$ cat config.mk
export PLATFORM = sky130hd
export DESIGN_NAME = csr_unit
export DESIGN_NICKNAME = d
export VERILOG_FILES = /design/src/hdl/csr_pkg.sv /design/src/hdl/csr_op_pkg.sv /design/src/hdl/csr_write_if.sv /design/src/hdl/csr_decoder.sv /design/src/hdl/csr_file.sv /design/src/hdl/trap_redirect.sv /design/src/hdl/csr_unit.sv
export SDC_FILE = /design/constraint.sdc
export NUM_CORES = 1
export LEC_CHECK = 0
export CORE_MARGIN = 2
export CORE_UTILIZATION = 45
export DETAILED_ROUTE_END_ITERATION = 10
export DONT_BUFFER_PORTS = 1
export GPL_ROUTABILITY_DRIVEN = 0
export SYNTH_ARGS = -nofsm -noshare
export SYNTH_HDL_FRONTEND = slang
export SYNTH_HIERARCHICAL = 1
export SYNTH_SLANG_ARGS = --single-unit
$ cat constraint.sdc
create_clock -name clock -period 2.1 [get_ports clock]
set_input_delay 0 -clock clock [delete_from_list [all_inputs] [get_ports clock]]
set_output_delay 0 -clock clock [all_outputs]
set_load 0.02 [all_outputs]
$ cat src/hdl/csr_pkg.sv
// machine-mode csr storage definitions
package csr_pkg;

	// data path width
	localparam int xlen = 32;

	// csr addresses as they appear in the instruction
	localparam logic [11:0] csr_addr_mstatus   = 12'h300;
	localparam logic [11:0] csr_addr_mtvec     = 12'h305;
	localparam logic [11:0] csr_addr_mepc      = 12'h341;
	localparam logic [11:0] csr_addr_mcause    = 12'h342;
	// read-only id registers
	localparam logic [11:0] csr_addr_mvendorid = 12'hF11;
	localparam logic [11:0] csr_addr_marchid   = 12'hF12;

	// mpp = machine mode out of reset
	localparam logic [xlen-1:0] mstatus_reset = 32'h0000_1800;

	// fixed id values
	localparam logic [xlen-1:0] mvendorid_value = 32'h7973_7978;
	localparam logic [xlen-1:0] marchid_value   = 32'd23060025;

	// mstatus bit positions
	// global machine interrupt enable
	localparam int mstatus_mie = 3;
	// previous mie, saved on trap entry
	localparam int mstatus_mpie = 7;
	// mpp spans this bit and the next
	localparam int mstatus_mpp_lo = 11;

	// direct mode only, low two bits of mtvec are the mode field
	localparam logic [xlen-1:0] mtvec_base_mask = 32'hFFFF_FFFC;

endpackage

$ cat src/hdl/csr_op_pkg.sv
// SYSTEM opcode encodings and csr operations
package csr_op_pkg;

	// what the decoder does to the addressed csr
	typedef enum logic [2:0] {
		op_none,
		op_write,
		op_set,
		op_clear
	} csr_op_t;

	// funct3 of the SYSTEM opcode
	// priv form carries ecall, ebreak, mret
	localparam logic [2:0] funct3_priv   = 3'b000;
	// register operand forms
	localparam logic [2:0] funct3_csrrw  = 3'b001;
	localparam logic [2:0] funct3_csrrs  = 3'b010;
	localparam logic [2:0] funct3_csrrc  = 3'b011;
	// immediate forms, zimm sits in the rs1 field
	localparam logic [2:0] funct3_csrrwi = 3'b101;
	localparam logic [2:0] funct3_csrrsi = 3'b110;
	localparam logic [2:0] funct3_csrrci = 3'b111;

	// funct12 of priv instructions, same bits as the csr address field
	localparam logic [11:0] funct12_ecall = 12'h000;
	localparam logic [11:0] funct12_mret  = 12'h302;

	// mcause for environment call from machine mode
	localparam logic [csr_pkg::xlen-1:0] cause_ecall_m = 32'd11;

endpackage

$ cat src/hdl/csr_write_if.sv
`timescale 1ns/1ns

// decoded requests from the decoder into the csr file
interface csr_write_if;

	// one-cycle write strobe
	logic                     wen;
	// target csr
	logic [11:0]              waddr;
	// already merged new value
	logic [csr_pkg::xlen-1:0] wdata;

	// trap strobes, never together with wen
	logic                     ecall;
	logic                     mret;
	// pc of the trapping instruction
	logic [csr_pkg::xlen-1:0] epc;

	// producer side
	modport decoder (
		output wen, waddr, wdata,
		output ecall, mret, epc
	);

	// storage side
	modport file (
		input wen, waddr, wdata,
		input ecall, mret, epc
	);

endinterface

$ cat src/hdl/csr_decoder.sv
`timescale 1ns/1ns

module csr_decoder (
	input  logic                     instr_valid,
	input  logic [2:0]               funct3,
	input  logic [11:0]              csr_addr,
	input  logic [4:0]               rs1_idx,
	input  logic [csr_pkg::xlen-1:0] rs1_data,
	input  logic [csr_pkg::xlen-1:0] pc,
	// old value of the csr at csr_addr
	input  logic [csr_pkg::xlen-1:0] rdata,
	csr_write_if.decoder             wr,
	output logic                     ecall,
	output logic                     mret
);

	csr_op_pkg::csr_op_t op;
	logic                     use_imm;
	logic [csr_pkg::xlen-1:0] operand;
	logic [csr_pkg::xlen-1:0] new_value;
	logic                     no_write;
	logic                     is_priv;

	// funct3 to operation and operand source
	always_comb begin
		op      = csr_op_pkg::op_none;
		use_imm = funct3[2];
		case (funct3)
			csr_op_pkg::funct3_csrrw,
			csr_op_pkg::funct3_csrrwi: op = csr_op_pkg::op_write;
			csr_op_pkg::funct3_csrrs,
			csr_op_pkg::funct3_csrrsi: op = csr_op_pkg::op_set;
			csr_op_pkg::funct3_csrrc,
			csr_op_pkg::funct3_csrrci: op = csr_op_pkg::op_clear;
			// priv form and the reserved 3'b100
			default: op = csr_op_pkg::op_none;
		endcase
	end

	// zimm is zero-extended
	assign operand = use_imm ? {{(csr_pkg::xlen-5){1'b0}}, rs1_idx} : rs1_data;

	// merge operand into the old value
	always_comb begin
		case (op)
			csr_op_pkg::op_write: new_value = operand;
			csr_op_pkg::op_set:   new_value = rdata | operand;
			csr_op_pkg::op_clear: new_value = rdata & ~operand;
			default:              new_value = rdata;
		endcase
	end

	// set/clear with x0 or zimm 0 is a pure read
	assign no_write = (op == csr_op_pkg::op_set || op == csr_op_pkg::op_clear)
		&& (rs1_idx == 5'd0);

	assign is_priv = instr_valid && (funct3 == csr_op_pkg::funct3_priv);

	// trap strobes, funct12 lives in the csr address bits
	assign ecall = is_priv && (csr_addr == csr_op_pkg::funct12_ecall);
	assign mret  = is_priv && (csr_addr == csr_op_pkg::funct12_mret);

	// write request toward the file
	assign wr.wen   = instr_valid && (op != csr_op_pkg::op_none) && !no_write;
	assign wr.waddr = csr_addr;
	assign wr.wdata = new_value;

	// trap request toward the file
	assign wr.ecall = ecall;
	assign wr.mret  = mret;
	assign wr.epc   = pc;

endmodule

$ cat src/hdl/csr_file.sv
`timescale 1ns/1ns

module csr_file (
	input  logic                     clock,
	input  logic                     rst_n,
	csr_write_if.file                wr,
	input  logic [11:0]              raddr,
	output logic [csr_pkg::xlen-1:0] rdata,
	output logic [csr_pkg::xlen-1:0] mtvec_q,
	output logic [csr_pkg::xlen-1:0] mepc_q
);

	logic [csr_pkg::xlen-1:0] mstatus_q;
	logic [csr_pkg::xlen-1:0] mcause_q;

	// per-csr write enables
	logic wen_mstatus;
	logic wen_mtvec;
	logic wen_mepc;
	logic wen_mcause;

	// combinational read, old value in the same cycle
	always_comb begin
		case (raddr)
			csr_pkg::csr_addr_mstatus:   rdata = mstatus_q;
			csr_pkg::csr_addr_mtvec:     rdata = mtvec_q;
			csr_pkg::csr_addr_mepc:      rdata = mepc_q;
			csr_pkg::csr_addr_mcause:    rdata = mcause_q;
			// id registers are constants
			csr_pkg::csr_addr_mvendorid: rdata = csr_pkg::mvendorid_value;
			csr_pkg::csr_addr_marchid:   rdata = csr_pkg::marchid_value;
			// unimplemented csrs read zero
			default:                     rdata = '0;
		endcase
	end

	// address decode of the write port
	// mvendorid, marchid and unknown addresses have no enable
	assign wen_mstatus = wr.wen && (wr.waddr == csr_pkg::csr_addr_mstatus);
	assign wen_mtvec   = wr.wen && (wr.waddr == csr_pkg::csr_addr_mtvec);
	assign wen_mepc    = wr.wen && (wr.waddr == csr_pkg::csr_addr_mepc);
	assign wen_mcause  = wr.wen && (wr.waddr == csr_pkg::csr_addr_mcause);

	// mstatus
	always_ff @(posedge clock or negedge rst_n) begin
		if (!rst_n) begin
			mstatus_q <= csr_pkg::mstatus_reset;
		end else if (wr.ecall) begin
			// trap entry, stack mie into mpie
			mstatus_q[csr_pkg::mstatus_mpie] <= mstatus_q[csr_pkg::mstatus_mie];
			mstatus_q[csr_pkg::mstatus_mie]  <= 1'b0;
			// trapped from machine mode
			mstatus_q[csr_pkg::mstatus_mpp_lo +: 2] <= 2'b11;
		end else if (wr.mret) begin
			// trap return, pop mpie back into mie
			mstatus_q[csr_pkg::mstatus_mie]  <= mstatus_q[csr_pkg::mstatus_mpie];
			mstatus_q[csr_pkg::mstatus_mpie] <= 1'b1;
			// machine is the lowest mode, so mpp stays machine
			mstatus_q[csr_pkg::mstatus_mpp_lo +: 2] <= 2'b11;
		end else if (wen_mstatus) begin
			mstatus_q <= wr.wdata;
		end
	end

	// mtvec, all bits kept
	// mode bits are masked only at redirect time
	always_ff @(posedge clock or negedge rst_n) begin
		if (!rst_n) begin
			mtvec_q <= '0;
		end else if (wen_mtvec) begin
			mtvec_q <= wr.wdata;
		end
	end

	// mepc
	always_ff @(posedge clock or negedge rst_n) begin
		if (!rst_n) begin
			mepc_q <= '0;
		end else if (wr.ecall) begin
			// save pc of the ecall itself
			mepc_q <= wr.epc;
		end else if (wen_mepc) begin
			mepc_q <= wr.wdata;
		end
	end

	// mcause
	always_ff @(posedge clock or negedge rst_n) begin
		if (!rst_n) begin
			mcause_q <= '0;
		end else if (wr.ecall) begin
			// only trap source here
			mcause_q <= csr_op_pkg::cause_ecall_m;
		end else if (wen_mcause) begin
			mcause_q <= wr.wdata;
		end
	end

endmodule

$ cat src/hdl/trap_redirect.sv
`timescale 1ns/1ns

module trap_redirect (
	input  logic                     clock,
	input  logic                     rst_n,
	// trap strobes from the decoder
	input  logic                     ecall,
	input  logic                     mret,
	// current csr state, before any same-cycle write
	input  logic [csr_pkg::xlen-1:0] mtvec_q,
	input  logic [csr_pkg::xlen-1:0] mepc_q,
	output logic                     redirect_valid,
	output logic [csr_pkg::xlen-1:0] redirect_pc
);

	// one-cycle pulse per trap
	// back-to-back traps give back-to-back pulses
	always_ff @(posedge clock or negedge rst_n) begin
		if (!rst_n) begin
			redirect_valid <= 1'b0;
		end else begin
			redirect_valid <= ecall || mret;
		end
	end

	// target pc, only meaningful with redirect_valid
	always_ff @(posedge clock) begin
		if (ecall) begin
			// direct mode, jump to the base
			redirect_pc <= mtvec_q & csr_pkg::mtvec_base_mask;
		end else if (mret) begin
			// back to the saved pc
			redirect_pc <= mepc_q;
		end
	end

endmodule

$ cat src/hdl/csr_unit.sv
`timescale 1ns/1ns

module csr_unit (
	input  logic                     clock,
	input  logic                     rst_n,
	// fields of the SYSTEM instruction
	input  logic                     instr_valid,
	input  logic [2:0]               funct3,
	input  logic [11:0]              csr_addr,
	input  logic [4:0]               rs1_idx,
	input  logic [csr_pkg::xlen-1:0] rs1_data,
	input  logic [csr_pkg::xlen-1:0] pc,
	// old csr value for rd
	output logic [csr_pkg::xlen-1:0] rd_data,
	// next-cycle pc redirect
	output logic                     redirect_valid,
	output logic [csr_pkg::xlen-1:0] redirect_pc
);

	// decoder to file requests
	csr_write_if wr_if ();

	// trap strobes to the redirect unit
	logic                     ecall;
	logic                     mret;
	// csr state feeding the redirect
	logic [csr_pkg::xlen-1:0] mtvec_q;
	logic [csr_pkg::xlen-1:0] mepc_q;

	// producer of writes and traps
	csr_decoder i_csr_decoder (
		.instr_valid (instr_valid),
		.funct3      (funct3),
		.csr_addr    (csr_addr),
		.rs1_idx     (rs1_idx),
		.rs1_data    (rs1_data),
		.pc          (pc),
		.rdata       (rd_data),
		.wr          (wr_if.decoder),
		.ecall       (ecall),
		.mret        (mret)
	);

	// csr storage, read port on the instruction's address
	csr_file i_csr_file (
		.clock   (clock),
		.rst_n   (rst_n),
		.wr      (wr_if.file),
		.raddr   (csr_addr),
		.rdata   (rd_data),
		.mtvec_q (mtvec_q),
		.mepc_q  (mepc_q)
	);

	// consumer of trap events
	trap_redirect i_trap_redirect (
		.clock          (clock),
		.rst_n          (rst_n),
		.ecall          (ecall),
		.mret           (mret),
		.mtvec_q        (mtvec_q),
		.mepc_q         (mepc_q),
		.redirect_valid (redirect_valid),
		.redirect_pc    (redirect_pc)
	);

endmodule

Word-level counts from Yosys, hierarchy flattened. Cells that the tools add are included. Widths: inputs -> output; s select.

Register bits after elaboration: 161. Output and inout port bits: 65. Word-level logic and storage cells: 71. Latch bits: 0. RAM bits: 0. Memories: 0. Bits in read-only memories: 0.

Order comparisons: 0. Reductions and logical operators: 25. Multiplexer cells: 17. Equality and inequality tests: 16. $add $sub $neg: 0. Multipliers: 0. Shift operators: 0. Bitwise gates (word level): 5. Divide/modulo/power cells: 0.

Operator list (number): $mux 32 (7); $pmux 32 s6 (1); $pmux 32 s3 (1); $eq 12x10->1 const B (5); $and 32x32->32 (1); $not 32->32 (1); $or 32x32->32 (1); $eq 12x12->1 const B (2); $mux 13 (1); $logic_not 12->1 (1); $logic_and 1x1->1 (10); $eq 3x3->1 const B (3); $eq 3x2->1 const B (2); $pmux 2 s3 (1); $reduce_bool 2->1 (3); $reduce_bool 3->1 (2); $reduce_or 2->1 (3); $logic_not 5->1 (1); $eq 2x2->1 const B (2); $mux 1 (4); $mux 2 (2); $eq 3x1->1 const B (1); $logic_not 3->1 (1); $reduce_and 3->1 (1); 4 further kinds (6).

Logic depth before layout (Yosys ltp).
Word-level depth: 12. Mapped depth: 12. Depth with buffers taken out: 9.

Cells and area by module. Netlist, hierarchy kept.

By module, submodules not included: csr_file (area each 6653.9 µm², instances 1, cells each 612); csr_decoder (area each 1346.3 µm², instances 1, cells each 199); trap_redirect (area each 1330.0 µm², instances 1, cells each 78).

Least setup slack after synthesis. OpenSTA, ideal clock, no wires.

Kind: input to register. Start point: in funct3[0]. End point: reg i_csr_file/mstatus_q[0] in the netlist's numbering. Data required time: 1.975 ns. Stages: 10. Path slack: -0.281 ns. Data arrival time: 2.256 ns. Cell sequence: or2_1 -> buf_2 -> buf_2 -> o311a_1 -> or3b_4 -> or2_4 -> or4_4 -> buf_6 -> buf_12 -> mux2_4.

Word-level cells in the longest chain between the ends: 10. Elaborated cells on any way between the ends: 28. Those cells by class: 9 x eq/ne; 2 x mux; 2 x bitwise; 15 x reduce/logical.

RTL lines: start: declaration (line csr_unit.sv:8) `input logic [2:0] funct3,`; $eq 3x2->1 (tied with other cells) (line csr_decoder.sv:28) `case (funct3)`; $reduce_or 2->1 (line csr_decoder.sv:28); $pmux 2 s3 * (line csr_decoder.sv:28); $eq 2x2->1 (line csr_decoder.sv:54) `assign no_write = (op == csr_op_pkg::op_set || op == csr_op_pkg::op_clear)`; $logic_or 1x1->1 (line csr_decoder.sv:54); $logic_and 1x1->1 (line csr_decoder.sv:55) `&& (rs1_idx == 5'd0);`; $logic_not 1->1 (line csr_decoder.sv:64) `assign wr.wen = instr_valid && (op != csr_op_pkg::op_none) && !no_write;`; $logic_and 1x1->1 * (line csr_decoder.sv:64); net wr_if.wen (line csr_write_if.sv:7) `logic wen;`; $logic_and 1x1->1 * (line csr_file.sv:39) `assign wen_mstatus = wr.wen && (wr.waddr == csr_pkg::csr_addr_mstatus);`; $reduce_and 3->1 (no line) *; end signal: assignment (line csr_file.sv:47) `mstatus_q <= csr_pkg::mstatus_reset;`; end signal: indexed assignment (line csr_file.sv:50) `mstatus_q[csr_pkg::mstatus_mpie] <= mstatus_q[csr_pkg::mstatus_mie];`; end signal: indexed assignment (line csr_file.sv:56) `mstatus_q[csr_pkg::mstatus_mie] <= mstatus_q[csr_pkg::mstatus_mpie];`; end: declaration (line csr_file.sv:13) `logic [csr_pkg::xlen-1:0] mstatus_q;`.

The timed path passes the listed nets; every way through them passes the cells marked *. A chain may end at the register's enable or synchronous reset.

Worst setup path after layout.
Start point: reg i_csr_file/mepc_q[11] in the netlist's numbering. End point: reg i_csr_file/mcause_q[11] in the netlist's numbering.

Word-level cells in the longest chain between the ends: 5. Elaborated cells on any way between the ends: 6. Those cells by class: 4 x mux; 2 x bitwise.

RTL lines: start: declaration (line csr_file.sv:10) `output logic [csr_pkg::xlen-1:0] mepc_q`; start signal: assignment (line csr_file.sv:81) `mepc_q <= wr.epc;`; start signal: assignment (line csr_file.sv:83) `mepc_q <= wr.wdata;`; $pmux 32 s6 * (line csr_file.sv:24) `case (raddr)`; $and 32x32->32 / $or 32x32->32 (equally long branches) (line csr_decoder.sv:48, csr_decoder.sv:47); $pmux 32 s3 * (line csr_decoder.sv:45) `case (op)`; net wr_if.wdata, one bit (line csr_write_if.sv:11) `logic [csr_pkg::xlen-1:0] wdata;`; $mux 32 * (line csr_file.sv:94) `end else if (wen_mcause) begin`; $mux 32 * (line csr_file.sv:91) `end else if (wr.ecall) begin`; end signal: assignment (line csr_file.sv:93) `mcause_q <= csr_op_pkg::cause_ecall_m;`; end signal: assignment (line csr_file.sv:95) `mcause_q <= wr.wdata;`; end: declaration (line csr_file.sv:14) `logic [csr_pkg::xlen-1:0] mcause_q;`.

The timed path passes the listed nets; every way through them passes the cells marked *. The select of a mux whose other input is x is not followed.

==> flow_metrics.py <==
metrics = {
    "status": {
        "run_status": "finished with violations",
        "violations": "negative hold slack",
    },
    "synthesis": {
        "yosysSeqAreaShare": 0.4471,
        "yosysWarnings": 6,
        "synthMuxAreaShare": 0.09803,
        "ys_types": 64,
        "syn_nets": 976,
        "synth_cells": 889,
        "syn_avg_cell_area_um2": 10.50,
        "synth_adder_area_share": 0,
        "synth_top_area_frac": 0.3406,
        "synth-simple-area-share": 0.1569,
        "synth-main-ff-cell": "dfrtp_1",
        "synth_top_family_by_area": "compound AO/OA/AOI/OAI gates",
        "synth.largest_area_cell": "dfrtp_1",
        "yosys.area_share.xor_xnor": 0.02535,
        "syn_area_um2": 9330,
        "synth_area_leaders": "dfrtp_1, edfxtp_1, a21oi_1",
        "synth_compound_area_frac": 0.1928,
        "synthArstFlopShare": 0.8012,
        "synthTopCellsByCount": "dfrtp_1, a21oi_1, nand2_1",
        "synth_edf_count": 30,
        "ys_ff_latch": 161,
        "yosys.cell_count.top_type": "dfrtp_1",
    },
    "layout": {
        "multi_input_area_um2": 4588,
        "fillerInstances": 1813,
        "insertedDiodeCount": 0,
        "final_cells": 1234,
        "layout-drive-gt1-share": 0.2728,
        "register_area_um2": 4172,
        "final_util": 0.5476,
        "finalNetCount": 1038,
        "synthToLayoutAreaGrowth_pct": 19.15,
    },
    "pwr": {
        "power_density_nw_per_um2": 606.6,
        "power.total_mw": 6.743,
        "ir_drop_v": 0.0005480,
        "p_leak_nw": 4.873,
    },
    "clock_network": {
        "clk_latency_ns": 0.44,
        "clockBufferDepth": 2,
        "path_clk_slew_ns": 0.07,
        "clock-sinks": 161,
        "numCtsBuffers": 17,
        "cts_setup_buffers": 0,
        "cts_hold_buf": 37,
        "htree_levels": 4,
        "cts_tree": "built",
        "cts_root_buf": "clkbuf_16",
    },
    "job": {
        "drv_cap": 0,
    },
    "sta": {
        "setup_viol": 0,
        "slew_headroom": 0.5493,
        "worst_pin_slew_ns": 0.6739,
        "timing.final.crit_period_ns": 1.976,
        "max_freq_ghz": 0.5061,
        "finalClockSkew_ns": 0.007004,
        "drv_slew": 0,
        "fin_crit_sh": 0.9409,
        "rsz0062_at_grt": "no",
        "fin_hold_ws_ns": -0.7486,
        "hold_viol": 129,
        "setup_slack_ns": 0.1240,
    },
    "critical_path": {
        "crit_chain": "a22o_1, a22oi_1, o22ai_2, a21oi_2, a21oi_2, dlygate4sd3_1, nand2_1, a21oi_1",
        "critPathSlowestCell": "dlygate4sd3_1",
        "r2r_cells": 8,
        "rr_startpoint": "i_csr_file/mepc_q[11]$_DFFE_PN0P_",
        "r2r_end": "i_csr_file/mcause_q[11]$_DFFE_PN0P_",
        "worstPathMaxFanout": 3,
        "cp.arrival_ns": 2.30,
        "start_kind": "flop",
        "cp_top_family": "compound AO/OA/AOI/OAI gates",
        "path_buf_inv": 1,
        "path_depth": 8,
        "cp_data_required_time_ns": 2.42,
        "path_common_cell": "a21oi_2",
        "critical_path_class": "reg2reg",
        "cp-end-kind": "flop",
        "reg2reg_slack_ns": 0.12,
        "cpPeakStageDelay_ns": 0.58,
    },
    "place": {
        "port_buffers": 0,
        "placed_cells": 1165,
        "dp_hpwl_mm": 18.89,
        "place_ws_ns": -0.05081,
    },
    "global_routing": {
        "grt_use_total": 0.2681,
        "antenna_found_initial": 2,
        "grt.busiest_layer": "met2",
        "use_met1": 0.3599,
        "met3_usage": 0.06204,
        "grt_pass1_wl_mm": 44.81,
        "grt-ovfl-total": 0,
        "grt_pass1_vias": 7759,
        "grt_max_degree": 130,
        "use_met2": 0.4287,
    },
    "die": {
        "die-area_um2": 21900,
        "ios": 152,
        "core_area_um2": 20300,
        "chipHeight_um": 148.0,
        "die_w_um": 148.0,
        "fp-row-count": 52,
        "initial_core_util": 0.4596,
    },
    "detailed_routing": {
        "post_drt_wl_per_cell_um": 23.50,
        "post_drt_via_cell_ratio": 6.162,
        "firstDrtPassIters": 5,
        "final_antenna_net_count": 0,
        "drt_iter0_drc": 601,
        "num_vias": 7604,
        "wl_mm": 29.00,
        "drc": 0,
    },
    "min_path": {
        "hp-class": "in2async",
    },
}
## state kept, by name, summed over array words and instances, names as in the netlist
name,cells
i_csr_file/mcause_q,32
i_csr_file/mepc_q,32
i_csr_file/mstatus_q,32
i_csr_file/mtvec_q,32
i_trap_redirect/redirect_pc,32
i_trap_redirect/redirect_valid,1
## layer usage
| metal | wire (um) | vias up | share of wire |
|---|---|---|---|
| met1 | 12500 | 3849 | 0.43 |
| met3 | 2001 | 59 | 0.069 |
| met4 | 679 | 4 | 0.023 |
| li1 | - | 3372 | - |
| met5 | 27 | - | 0.00093 |
| met2 | 13800 | 320 | 0.48 |
## layout by cell type (no fill, tap or decap), types with 27 or more instances in the layout
| cell type | n |
|---|---|
| buf_4 | 117 |
| a21oi_1 | 100 |
| mux2_4 | 27 |
| nor3b_1 | 33 |
| dlygate4sd3_1 | 36 |
| nor2b_1 | 60 |
| nand2_1 | 78 |
| edfxtp_1 | 30 |
| a221o_1 | 39 |
| dfrtp_1 | 127 |
| a22oi_1 | 29 |
| a22o_1 | 51 |
| mux2_2 | 39 |
| xnor2_1 | 27 |
## cell type report
| class | instances | share of cell area |
|---|---|---|
| Multi-Input combinational cell | 606 | 0.4127 |
| Clock buffer | 20 | 0.03928 |
| Tap cell | 270 | 0.03039 |
| Timing Repair Buffer | 163 | 0.1294 |
| Sequential cell | 161 | 0.3752 |
| Inverter | 2 | 0.0006753 |
| Clock inverter | 12 | 0.01227 |
## stage by stage
| step | TNS, ns | cell area [um^2] |
|---|---|---|
| final | 0 | 11120 |
| after global routing | 0 | 11120 |
| after CTS | 0 | 11090 |
| after detailed placement | -1.342 | 10130 |
| after global placement | 0 | 10130 |
| after floorplan | -6.440 | 9464 |
## worst max-delay path by stage
stage | startpoint | end | slack (ns)
6_report | i_csr_file/mepc_q[11]$_DFFE_PN0P_ | i_csr_file/mcause_q[11]$_DFFE_PN0P_ | 0.12
3_5_place_dp | funct3[1] | i_csr_file/mtvec_q[11]$_DFFE_PN0P_ | -0.05
4_1_cts | csr_addr[5] | i_csr_file/mcause_q[11]$_DFFE_PN0P_ | 0.04
2_1_floorplan | funct3[0] | i_csr_file/mstatus_q[0]$_DFFE_PN0P_ | -0.11
5_1_grt | i_csr_file/mepc_q[11]$_DFFE_PN0P_ | i_csr_file/mcause_q[11]$_DFFE_PN0P_ | 0.02
3_3_place_gp | funct3[1] | i_csr_file/mstatus_q[28]$_DFFE_PN0P_ | 0.01
## timing repair
action                                  in CTS  in global routing
hold endpoints to repair                   193                129
endpoints found under the setup margin       0                  1
resized for setup                            0                  6
## cell families (layout without fill, tap and decap cells)
logic type | Yosys count | after routing
muxes | 73 | 73
DFF | 161 | 161
AOI/OAI and AO/OA | 253 | 253
and+or+nand+nor | 253 | 253
xor gates and xnor gates | 27 | 27
buffers and inverters | 122 | 197
## where the power goes
| group | leakage (nW) | internal [mW] | switching, mW | total (mW) |
|---|---|---|---|---|
| registers | 2.16 | 3.17 | 0.00301 | 3.18 |
| logic | 2.46 | 0.234 | 0.224 | 0.457 |
| clock network | 0.259 | 1.76 | 1.35 | 3.11 |
Note: power is estimated with default switching activity, not from simulation.
